### config.mk
export PLATFORM = sky130hd
export DESIGN_NAME = io_subsystem_top
export DESIGN_NICKNAME = d
export VERILOG_FILES = /design/src/design/io_bus_pkg.sv /design/src/design/wb_if.sv /design/src/design/axi_to_wb.sv /design/src/design/wb_decoder.sv /design/src/design/sys_regs.sv /design/src/design/gpio_regs.sv /design/src/design/io_subsystem_top.sv
export SDC_FILE = /design/constraint.sdc
export NUM_CORES = 1
export LEC_CHECK = 0
export ABC_AREA = 1
export ABC_CLOCK_PERIOD_IN_PS = 2200
export BUFFER_PORTS_ARGS = -buffer_cell sky130_fd_sc_hd__buf_4
export CORE_ASPECT_RATIO = 1.4
export CORE_MARGIN = 2
export CORE_UTILIZATION = 30
export DETAILED_ROUTE_END_ITERATION = 10
export REMOVE_ABC_BUFFERS = 1
export SLEW_MARGIN = 20
export SYNTH_ARGS = -nofsm -noshare
export SYNTH_HDL_FRONTEND = slang
export SYNTH_SLANG_ARGS = --single-unit
### constraint.sdc
create_clock -name i_clk -period 2.2 [get_ports i_clk]
set_input_delay 0.22 -clock i_clk [delete_from_list [all_inputs] [get_ports i_clk]]
set_output_delay 0.22 -clock i_clk [all_outputs]
set_load 0.005 [all_outputs]
### src/design/io_bus_pkg.sv
// I/O bus shared definitions
`default_nettype none

package io_bus_pkg;

   // ************************************************************
   // Bus widths
   // ************************************************************
   localparam int ADDR_W = 16;
   localparam int DATA_W = 32;
   localparam int SEL_W  = 4;
   localparam int ID_W   = 4;
   localparam int GPIO_W = 32;

   // Page select in address bits 15:12
   localparam logic [3:0] TGT_SYS_PAGE  = 4'd0;
   localparam logic [3:0] TGT_GPIO_PAGE = 4'd1;

   // Word offsets in address bits 5:2
   localparam logic [3:0] SYS_VERSION_OFS = 4'd0;
   localparam logic [3:0] SYS_SCRATCH_OFS = 4'd1;
   localparam logic [3:0] SYS_STATUS_OFS  = 4'd2;

   localparam logic [3:0] GPIO_IN_OFS  = 4'd0;
   localparam logic [3:0] GPIO_OUT_OFS = 4'd1;
   localparam logic [3:0] GPIO_OE_OFS  = 4'd2;

   localparam logic [31:0] SYS_VERSION = 32'h0001_0203;

   // ************************************************************
   // Types
   // ************************************************************
   typedef enum logic [1:0] {
      RESP_OKAY   = 2'd0,
      RESP_SLVERR = 2'd2
   } axi_resp_e;

   typedef enum logic [1:0] {ST_IDLE, ST_WB, ST_RESP} bridge_state_e;

   typedef enum logic [1:0] {TGT_SYS, TGT_GPIO, TGT_NONE} target_e;

endpackage

`default_nettype wire

### src/design/wb_if.sv
// Wishbone bus interface
`timescale 1ns/1ps
`default_nettype none

interface wb_if;
   import io_bus_pkg::*;

   logic [ADDR_W-1:0] adr;
   logic [DATA_W-1:0] dat;
   logic [SEL_W-1:0]  sel;
   logic              we;
   logic              cyc;
   logic              stb;
   logic [DATA_W-1:0] rdt;
   logic              ack;
   logic              err;

   modport initiator (output adr, dat, sel, we, cyc, stb,
                      input  rdt, ack, err);

   modport responder (input  adr, dat, sel, we, cyc, stb,
                      output rdt, ack, err);

   // Register targets never signal an error
   modport target    (input  adr, dat, sel, we, cyc, stb,
                      output rdt, ack);

endinterface

`default_nettype wire

### src/design/axi_to_wb.sv
// AXI to Wishbone bridge
`timescale 1ns/1ps
`default_nettype none

module axi_to_wb (
   input  logic                         i_clk,
   input  logic                         i_rst_n,
   input  logic [io_bus_pkg::ADDR_W-1:0] i_awaddr,
   input  logic [io_bus_pkg::ID_W-1:0]   i_awid,
   input  logic                         i_awvalid,
   output logic                         o_awready,
   input  logic [io_bus_pkg::DATA_W-1:0] i_wdata,
   input  logic [io_bus_pkg::SEL_W-1:0]  i_wstrb,
   input  logic                         i_wvalid,
   output logic                         o_wready,
   output logic [io_bus_pkg::ID_W-1:0]   o_bid,
   output io_bus_pkg::axi_resp_e        o_bresp,
   output logic                         o_bvalid,
   input  logic                         i_bready,
   input  logic [io_bus_pkg::ADDR_W-1:0] i_araddr,
   input  logic [io_bus_pkg::ID_W-1:0]   i_arid,
   input  logic                         i_arvalid,
   output logic                         o_arready,
   output logic [io_bus_pkg::DATA_W-1:0] o_rdata,
   output logic [io_bus_pkg::ID_W-1:0]   o_rid,
   output io_bus_pkg::axi_resp_e        o_rresp,
   output logic                         o_rvalid,
   input  logic                         i_rready,
   wb_if.initiator                      wb
);
   import io_bus_pkg::*;

   bridge_state_e     state;
   logic              wr_go;
   logic              rd_go;
   logic              resp_done;
   logic [ADDR_W-1:0] adr_q;
   logic [DATA_W-1:0] dat_q;
   logic [SEL_W-1:0]  sel_q;
   logic              we_q;
   logic [ID_W-1:0]   id_q;
   axi_resp_e         resp_q;
   logic [DATA_W-1:0] rdata_q;

   // Write has priority when both channels are pending
   assign wr_go = (state == ST_IDLE) && i_awvalid && i_wvalid;
   assign rd_go = (state == ST_IDLE) && i_arvalid && !wr_go;

   assign o_awready = wr_go;
   assign o_wready  = wr_go;
   assign o_arready = rd_go;

   assign resp_done = (o_bvalid && i_bready) || (o_rvalid && i_rready);

   // ************************************************************
   // Control FSM
   // ************************************************************
   always_ff @(posedge i_clk) begin
      if (!i_rst_n) begin
         state    <= ST_IDLE;
         o_bvalid <= 1'b0;
         o_rvalid <= 1'b0;
      end else begin
         case (state)
            ST_IDLE: begin
               if (wr_go || rd_go) begin
                  state <= ST_WB;
               end
            end
            ST_WB: begin
               if (wb.ack || wb.err) begin
                  state    <= ST_RESP;
                  o_bvalid <= we_q;
                  o_rvalid <= !we_q;
               end
            end
            ST_RESP: begin
               if (resp_done) begin
                  state    <= ST_IDLE;
                  o_bvalid <= 1'b0;
                  o_rvalid <= 1'b0;
               end
            end
            default: state <= ST_IDLE;
         endcase
      end
   end

   // Request and response payload
   always_ff @(posedge i_clk) begin
      if (wr_go) begin
         adr_q <= i_awaddr;
         dat_q <= i_wdata;
         sel_q <= i_wstrb;
         we_q  <= 1'b1;
         id_q  <= i_awid;
      end else if (rd_go) begin
         adr_q <= i_araddr;
         sel_q <= '1;
         we_q  <= 1'b0;
         id_q  <= i_arid;
      end
      if ((state == ST_WB) && (wb.ack || wb.err)) begin
         resp_q  <= wb.err ? RESP_SLVERR : RESP_OKAY;
         rdata_q <= wb.err ? '0 : wb.rdt;
      end
   end

   assign wb.adr = adr_q;
   assign wb.dat = dat_q;
   assign wb.sel = sel_q;
   assign wb.we  = we_q;
   assign wb.cyc = (state == ST_WB);
   assign wb.stb = (state == ST_WB);

   assign o_bid   = id_q;
   assign o_bresp = resp_q;
   assign o_rid   = id_q;
   assign o_rresp = resp_q;
   assign o_rdata = rdata_q;

   // ************************************************************
   // Assertions
   // ************************************************************
   a_one_resp: assert property (@(posedge i_clk) disable iff (!i_rst_n)
      !(o_bvalid && o_rvalid));

   a_stb_cyc: assert property (@(posedge i_clk) disable iff (!i_rst_n)
      wb.stb |-> wb.cyc);

endmodule

`default_nettype wire

### src/design/wb_decoder.sv
// Wishbone address decoder
`timescale 1ns/1ps
`default_nettype none

module wb_decoder (
   input  logic    i_clk,
   input  logic    i_rst_n,
   wb_if.responder wb_up,
   wb_if.initiator wb_sys,
   wb_if.initiator wb_gpio
);
   import io_bus_pkg::*;

   target_e tgt;
   logic    req;
   logic    err_q;

   always_comb begin
      case (wb_up.adr[ADDR_W-1 -: 4])
         TGT_SYS_PAGE:  tgt = TGT_SYS;
         TGT_GPIO_PAGE: tgt = TGT_GPIO;
         default:       tgt = TGT_NONE;
      endcase
   end

   assign req = wb_up.cyc && wb_up.stb;

   // Request fan-out, only the selected target sees cyc/stb
   assign wb_sys.adr = wb_up.adr;
   assign wb_sys.dat = wb_up.dat;
   assign wb_sys.sel = wb_up.sel;
   assign wb_sys.we  = wb_up.we;
   assign wb_sys.cyc = wb_up.cyc && (tgt == TGT_SYS);
   assign wb_sys.stb = wb_up.stb && (tgt == TGT_SYS);

   assign wb_gpio.adr = wb_up.adr;
   assign wb_gpio.dat = wb_up.dat;
   assign wb_gpio.sel = wb_up.sel;
   assign wb_gpio.we  = wb_up.we;
   assign wb_gpio.cyc = wb_up.cyc && (tgt == TGT_GPIO);
   assign wb_gpio.stb = wb_up.stb && (tgt == TGT_GPIO);

   // Unmapped page gets a one-cycle error pulse
   always_ff @(posedge i_clk) begin
      if (!i_rst_n) begin
         err_q <= 1'b0;
      end else begin
         err_q <= req && (tgt == TGT_NONE) && !err_q;
      end
   end

   always_comb begin
      case (tgt)
         TGT_SYS:  wb_up.rdt = wb_sys.rdt;
         TGT_GPIO: wb_up.rdt = wb_gpio.rdt;
         default:  wb_up.rdt = '0;
      endcase
   end

   assign wb_up.ack = ((tgt == TGT_SYS) && wb_sys.ack) || ((tgt == TGT_GPIO) && wb_gpio.ack);
   assign wb_up.err = err_q;

   a_one_tgt: assert property (@(posedge i_clk) disable iff (!i_rst_n)
      $onehot0({wb_sys.stb, wb_gpio.stb}));

endmodule

`default_nettype wire

### src/design/sys_regs.sv
// System control registers
`timescale 1ns/1ps
`default_nettype none

module sys_regs (
   input  logic i_clk,
   input  logic i_rst_n,
   wb_if.target wb,
   input  logic i_ram_init_done,
   input  logic i_ram_init_error
);
   import io_bus_pkg::*;

   logic [3:0]        ofs;
   logic              req;
   logic [DATA_W-1:0] scratch;
   logic [DATA_W-1:0] rd_word;
   logic              ack_q;
   logic [DATA_W-1:0] rdt_q;

   assign ofs = wb.adr[5:2];
   assign req = wb.cyc && wb.stb && !ack_q;

   always_comb begin
      case (ofs)
         SYS_VERSION_OFS: rd_word = SYS_VERSION;
         SYS_SCRATCH_OFS: rd_word = scratch;
         SYS_STATUS_OFS:  rd_word = {{(DATA_W-2){1'b0}}, i_ram_init_error, i_ram_init_done};
         default:         rd_word = '0;
      endcase
   end

   always_ff @(posedge i_clk) begin
      if (!i_rst_n) begin
         ack_q   <= 1'b0;
         scratch <= '0;
      end else begin
         ack_q <= req;
         // Byte lanes under sel
         if (req && wb.we && (ofs == SYS_SCRATCH_OFS)) begin
            for (int i = 0; i < SEL_W; i++) begin
               if (wb.sel[i]) begin
                  scratch[i*8 +: 8] <= wb.dat[i*8 +: 8];
               end
            end
         end
      end
   end

   always_ff @(posedge i_clk) begin
      if (req) begin
         rdt_q <= rd_word;
      end
   end

   assign wb.ack = ack_q;
   assign wb.rdt = rdt_q;

endmodule

`default_nettype wire

### src/design/gpio_regs.sv
// GPIO registers
`timescale 1ns/1ps
`default_nettype none

module gpio_regs (
   input  logic                         i_clk,
   input  logic                         i_rst_n,
   wb_if.target                         wb,
   input  logic [io_bus_pkg::GPIO_W-1:0] i_gpio_in,
   output logic [io_bus_pkg::GPIO_W-1:0] o_gpio_out,
   output logic [io_bus_pkg::GPIO_W-1:0] o_gpio_oe
);
   import io_bus_pkg::*;

   logic [GPIO_W-1:0] in_meta;
   logic [GPIO_W-1:0] in_sync;
   logic [3:0]        ofs;
   logic              req;
   logic [DATA_W-1:0] rd_word;
   logic              ack_q;
   logic [DATA_W-1:0] rdt_q;

   assign ofs = wb.adr[5:2];
   assign req = wb.cyc && wb.stb && !ack_q;

   // Two-flop input synchroniser
   always_ff @(posedge i_clk) begin
      if (!i_rst_n) begin
         in_meta <= '0;
         in_sync <= '0;
      end else begin
         in_meta <= i_gpio_in;
         in_sync <= in_meta;
      end
   end

   always_comb begin
      case (ofs)
         GPIO_IN_OFS:  rd_word = in_sync;
         GPIO_OUT_OFS: rd_word = o_gpio_out;
         GPIO_OE_OFS:  rd_word = o_gpio_oe;
         default:      rd_word = '0;
      endcase
   end

   // Whole-word writes, sel ignored
   always_ff @(posedge i_clk) begin
      if (!i_rst_n) begin
         ack_q      <= 1'b0;
         o_gpio_out <= '0;
         o_gpio_oe  <= '0;
      end else begin
         ack_q <= req;
         if (req && wb.we && (ofs == GPIO_OUT_OFS)) begin
            o_gpio_out <= wb.dat;
         end
         if (req && wb.we && (ofs == GPIO_OE_OFS)) begin
            o_gpio_oe <= wb.dat;
         end
      end
   end

   always_ff @(posedge i_clk) begin
      if (req) begin
         rdt_q <= rd_word;
      end
   end

   assign wb.ack = ack_q;
   assign wb.rdt = rdt_q;

   a_ack_pulse: assert property (@(posedge i_clk) disable iff (!i_rst_n)
      wb.ack |=> !wb.ack);

endmodule

`default_nettype wire

### src/design/io_subsystem_top.sv
// I/O subsystem top level
`timescale 1ns/1ps
`default_nettype none

module io_subsystem_top (
   input  logic                         i_clk,
   input  logic                         i_rst_n,
   input  logic [io_bus_pkg::ADDR_W-1:0] i_awaddr,
   input  logic [io_bus_pkg::ID_W-1:0]   i_awid,
   input  logic                         i_awvalid,
   output logic                         o_awready,
   input  logic [io_bus_pkg::DATA_W-1:0] i_wdata,
   input  logic [io_bus_pkg::SEL_W-1:0]  i_wstrb,
   input  logic                         i_wvalid,
   output logic                         o_wready,
   output logic [io_bus_pkg::ID_W-1:0]   o_bid,
   output io_bus_pkg::axi_resp_e        o_bresp,
   output logic                         o_bvalid,
   input  logic                         i_bready,
   input  logic [io_bus_pkg::ADDR_W-1:0] i_araddr,
   input  logic [io_bus_pkg::ID_W-1:0]   i_arid,
   input  logic                         i_arvalid,
   output logic                         o_arready,
   output logic [io_bus_pkg::DATA_W-1:0] o_rdata,
   output logic [io_bus_pkg::ID_W-1:0]   o_rid,
   output io_bus_pkg::axi_resp_e        o_rresp,
   output logic                         o_rvalid,
   input  logic                         i_rready,
   input  logic                         i_ram_init_done,
   input  logic                         i_ram_init_error,
   input  logic [io_bus_pkg::GPIO_W-1:0] i_gpio_in,
   output logic [io_bus_pkg::GPIO_W-1:0] o_gpio_out,
   output logic [io_bus_pkg::GPIO_W-1:0] o_gpio_oe
);

   wb_if wb_up ();
   wb_if wb_sys ();
   wb_if wb_gpio ();

   // AXI ports connect by name
   axi_to_wb bridge_i (
      .wb (wb_up),
      .*
   );

   wb_decoder decoder_i (
      .i_clk   (i_clk),
      .i_rst_n (i_rst_n),
      .wb_up   (wb_up),
      .wb_sys  (wb_sys),
      .wb_gpio (wb_gpio)
   );

   sys_regs syscon_i (
      .i_clk            (i_clk),
      .i_rst_n          (i_rst_n),
      .wb               (wb_sys),
      .i_ram_init_done  (i_ram_init_done),
      .i_ram_init_error (i_ram_init_error)
   );

   gpio_regs gpio_i (
      .i_clk      (i_clk),
      .i_rst_n    (i_rst_n),
      .wb         (wb_gpio),
      .i_gpio_in  (i_gpio_in),
      .o_gpio_out (o_gpio_out),
      .o_gpio_oe  (o_gpio_oe)
   );

endmodule

`default_nettype wire

**After elaboration in Yosys (flattened, before gate mapping)**

Cells that the tools add are included.

- Mux-type cells: 20
- Equal/unequal tests: 10
- Reductions and logical operators: 41

Operators with widths:

| kind | count |
|---|---|
| 32-bit case mux with 3 select lines | 2 |
| 32-bit case mux with 2 select lines | 1 |
| 16-bit two-way mux | 2 |
| 1-bit logical AND | 20 |
| 4-bit two-way mux | 4 |
| 4-bit by 1-bit == test with 1-bit output (second input constant) | 2 |
| 4-bit logical NOT | 2 |
| 2-bit two-way mux | 4 |
| 2-bit AND reduction | 4 |
| 2-bit case mux with 3 select lines | 1 |
| 3-bit AND reduction | 2 |
| 1-bit logical NOT | 5 |
| 2-bit by 1-bit == test with 1-bit output (second input constant) | 2 |
| 2-bit == test (second input constant) | 2 |
| 4-bit by 2-bit == test with 1-bit output (second input constant) | 1 |
| 2-bit logical NOT | 2 |
| 1-bit logical OR | 4 |
| 2-bit != test (second input constant) | 2 |
| 1-bit case mux with 2 select lines | 2 |
| 2-bit case mux with 2 select lines | 1 |
| 2-bit nonzero test | 2 |
| 1-bit two-way mux | 3 |
| 2-bit by 1-bit != test with 1-bit output (second input constant) | 1 |

- Input bits: 117
- Output and inout bits: 113
- Register bits after elaboration: 322
- Word-level logic and storage cells: 94

**Depth between registers and ports, before layout**

- Depth after elaboration: 8
- Depth in mapped cells: 10
- Mapped depth without buffers: 9

**Cells and area by module**

A second synthesis with hierarchy kept.

- Cell total of the unflattened synthesis: 1,627
- Area total of the unflattened synthesis: 14,086.0 µm²

By module, submodules not included:

| module | instances | area each (µm²) | cells an instance | sequential area each (µm²) |
|---|---|---|---|---|
| gpio_regs | 1 | 6,159.7 | 769 | 3,543.4 |
| axi_to_wb | 1 | 3,633.5 | 285 | 2,772.7 |
| sys_regs | 1 | 2,847.7 | 335 | 1,621.6 |
| wb_decoder | 1 | 1,441.4 | 237 | 20.0 |
| io_subsystem_top | 1 | 3.8 | 1 | 0.0 |

**Worst setup path before layout**

OpenSTA, ideal clock, no wires.

- Path type: register to output
- Start: register bridge_i.state[1]
- End: output port o_wready
- Path buffers: 2
- Arrival time: 2,186 ps
- Slack: -206 ps
- Required time: 1,980 ps
- Cell stages (with the launch flop): 6
- Cell sequence: dfxtp_1 -> nor2_1 -> nand3_1 -> inv_1 -> buf_1 -> buf_4

- Cells in the longest elaborated chain, start to end: 3

Ends and longest elaborated chain:

| what | RTL line | RTL |
|---|---|---|
| start: declaration | axi_to_wb.sv:33 | `bridge_state_e state;` |
| start signal: assignment | axi_to_wb.sv:60 | `state <= ST_IDLE;` |
| start signal: assignment | axi_to_wb.sv:67 | `state <= ST_WB;` |
| start signal: assignment | axi_to_wb.sv:72 | `state <= ST_RESP;` |
| 2-bit logical NOT | axi_to_wb.sv:46 | `assign wr_go = (state == ST_IDLE) && i_awvalid && i_wvalid;` |
| 1-bit logical AND (2 in series) | axi_to_wb.sv:46 |  |
| end: declaration | io_subsystem_top.sv:15 | `output logic o_wready,` |

Every way passes these cells.

**Worst setup path in the final report**

- Start: register bridge_i.state[0]
- End: output port o_arready

- Cells in the longest elaborated chain, start to end: 5
- Elaborated cells between the ends (all ways): 6
- Classes of those cells: 6 x reduce/logical

Ends and longest elaborated chain:

| what | RTL line | RTL |
|---|---|---|
| 2-bit logical NOT * | axi_to_wb.sv:46, axi_to_wb.sv:47 |  |
| 1-bit logical AND (2 in series) | axi_to_wb.sv:46 |  |
| 1-bit logical NOT | axi_to_wb.sv:47 | `assign rd_go = (state == ST_IDLE) && i_arvalid && !wr_go;` |
| 1-bit logical AND * | axi_to_wb.sv:47 |  |
| end: declaration | io_subsystem_top.sv:23 | `output logic o_arready,` |

Every way passes the cells marked *; elsewhere a longest branch is shown, timed or not.

==> qor.txt <==
Status - finished, final reports clean
Fin Clk Skew - 12.8 ps
Reg-to-reg endpoint - bridge_i.wb.adr[12]
Max Slew Vio Count - 0
Max_slew headroom - 46.7%
Worst path slowest cell - dfxtp_1
Wirelength per Cell - 15.8 um
Max_cap viols - 0
Reg clk slew, reported paths - 70 ps
Layout cells sized above 1 - 20.1%
Starting Density - 30.4%
Cells after Synth - 1242
CP required - 1980 ps
Largest net degree at the start of global routing - 76
Max IR drop VDD - 0.567 mV
CP bufs+invs - 3
Post-DP HPWL - 20800 um
Share of the synthesized area in the top cell type - 37.2%
Detailed Route WL - 32800 um
Worst reg2reg startpoint - bridge_i.state[0]
Worst Setup Slack, final - 181 ps
LEAKAGE - 0.00707 uW
Pre-Repair DR Iteration Count - 5
CP arrival - 1800 ps
Die height - 238 um
Global-route wire length before repair - 49900 um
# rows - 85
Clock buffer depth - 3
Final GP Congestion - 0.736
R2R Setup Slk - 330 ps
Minimum clock period - 2020 ps
Final Instance Area - 0.0157 mm2
GRT Total Usage - 16.0%
Critical path launch point type - register
Endpoints failing setup - 0
Clock net sink count - 313
Vias - 9111
Vias in the first global route - 9011
DRC - 0
Mapped Avg Cell Area - 9.42 um2
Clock Tree Root - clkbuf_16
Antenna-violating nets left - 0
Worst-margin pin slew - 798 ps
Synth top area cells - edfxtp_1, dfxtp_1, nand2_1
Yosys cell types - 28
Worst-path cell chain - nor2_1 -> nand3_1 -> inv_2 -> buf_6 -> nor2_1 -> buf_4
Maximum clock frequency - 495 MHz
CP most frequent cell - nor2_1
FF-to-FF path depth - 7
Peak fanout along the critical path - 28
CORE AREA - 0.0385 mm2
Htree depth - 1
Final cycle utilization of the critical path - 91.8%
Power density cells - 786 mW/mm2
Hold Vio Cnt, Final - 0
RSZ-0062 raised after global routing - no
Worst min path class - in2reg
GR Overflow Total - 0
Worst-skew pair later-pin latency - 570 ps
Placed Area - 0.0139 mm2
Crit path launch - bridge_i.state[0]
Setup WS pre-CTS - 362 ps
Area leader, netlist - edfxtp_1
CP endpoint kind - primary output
Net count, final - 1650
Port bufs - 211
IO Count - 230
Synth Register Bits - 313
CTS Buf Count - 31
Initial antenna violation count - 3
CP endpoint - o_arready
CP top delay family - buffers and inverters
Sequential area share after synthesis - 65.9%
Number of cells on the critical path - 6
CP Class - reg2out
DIE AREA - 0.0406 mm2
Vias per inst - 4.38
CTS tree - done
DRT iter0 DRCs - 444
Mapped Area - 0.0117 mm2
Ys Warns - 0
Area grow syn2layout - 34.4%
Width of the die - 171 um
Crit-path max cell delay - 320 ps
[tightest hold or removal path: cells and delay by family]
family	cells	cell delay, ps
and+or+nand+nor	2	160
buffers and inverters	1	70
[per-stage QoR]
| step | instances | hold WS (ps) | power (uW) | setup TNS (ps) | util [%] |
|---|---|---|---|---|---|
| 3_3_place_gp | 1933 | 395 | 7240 | 0 | 36.0 |
| 4_1_cts | 2080 | 3.21 | 12500 | 0 | 40.8 |
| 6_report | 2082 | 23.0 | 12400 | 0 | 40.9 |
| 2_1_floorplan | 1170 | 313 | 6750 | -202650 | - |
| 5_1_grt | 2081 | 30.2 | 12800 | 0 | 40.9 |
| 3_5_place_dp | 1933 | 399 | 7250 | 0 | 36.0 |
[cells in the final DEF, fill, tap and decap left out, drive strengths merged]
| cell | n |
|---|---|
| diode | 2 |
| nor3b | 1 |
| inv | 122 |
| edfxtp | 145 |
| clkinv | 8 |
| nand3 | 104 |
| a21oi | 34 |
| o21ai | 67 |
| clkbuf | 47 |
| conb | 2 |
| nor2 | 237 |
| or2 | 4 |
| dfxtp | 168 |
| nand2 | 281 |
| nand4 | 4 |
| a2111oi | 1 |
| buf | 241 |
| dlygate4sd3 | 89 |
| o211ai | 2 |
| bufinv | 1 |
[state kept, by name (all words and copies together) (netlist names)]
name	flops
bridge_i.wb.we	1
bridge_i.wb.dat	32
bridge_i.o_bid	4
bridge_i.o_rdata	32
decoder_i.wb_up.err	1
gpio_i.o_gpio_out	32
bridge_i.o_rvalid	1
syscon_i.wb.ack	1
syscon_i.wb.rdt	32
bridge_i.wb.sel	4
gpio_i.wb.rdt	32
bridge_i.state	2
gpio_i.wb.ack	1
bridge_i.o_bvalid	1
gpio_i.in_meta	32
bridge_i.wb.adr	8
gpio_i.in_sync	32
gpio_i.o_gpio_oe	32
bridge_i.o_bresp	1
syscon_i.scratch	32
[cells in the mapped netlist, drive strengths merged]
cell and instances:
dfxtp 168, conb 1, inv 120, buf 31, nand3 104, nor3b 1, clkbuf 42, a2111oi 1
o21ai 67, nand2 281, nor2 237, a21oi 34, or2 4, nand4 4, o211ai 2, edfxtp 145
[metal layers]
metal  vias to the layer above  global-route usage [%]  part of all wire, %
met5                         -                       0                0.034
li1                       4535                       -                    -
met4                         2                    6.24                  3.6
met1                      4271                    18.8                   40
met3                        62                    2.43                  4.7
met2                       241                    29.2                   52
[area by class of cell]
type / instances / area (um2)
clock buffers: 47 / 896
diodes: 2 / 5.00
clock inverters: 11 / 80.1
repair buffers: 330 / 2750
multi-input cells: 737 / 3180
flip-flops and latches: 313 / 7720
fillers: 3814 / 22800
inverters: 120 / 450
well taps: 522 / 653
[where the power goes]
group          switching (uW)  total (uW)  internal (uW)
logic                     510         921            411
registers                82.4        6340           6260
clock network            2190        5100           2910
total                    2790       12400           9580
[kinds of logic after synthesis]
family / Yosys count / share of synthesized area [%]
simple gates: 631 / 22.4
flops: 313 / 65.9
buf+inv: 193 / 7.08
compound gates: 104 / 4.52
other cells: 1 / 0.0320
[worst min path at each step]
stage                      startpoint                 end  slack, ps  cells past startpoint
finish                    i_araddr[3]  bridge_i.wb.adr[3]         20                      3
global route              i_araddr[2]  bridge_i.wb.adr[2]         30                      3
CTS                         i_awid[3]   bridge_i.o_bid[3]          3                      3
detailed placement  gpio_i.in_meta[1]   gpio_i.in_sync[1]        400                      2
global placement    gpio_i.in_meta[4]   gpio_i.in_sync[4]        390                      2
floorplan                     i_rst_n   gpio_i.in_meta[0]        310                      2
[repair_timing]
action / in CTS / in global routing
hold buffers: 89 / 0
endpoints found under the setup margin: 0 / 1
setup buffers: 0 / 0
gates resized for setup: 0 / 1
hold endpoints to repair: 80 / 0
Note: power is estimated with default switching activity, not from simulation.
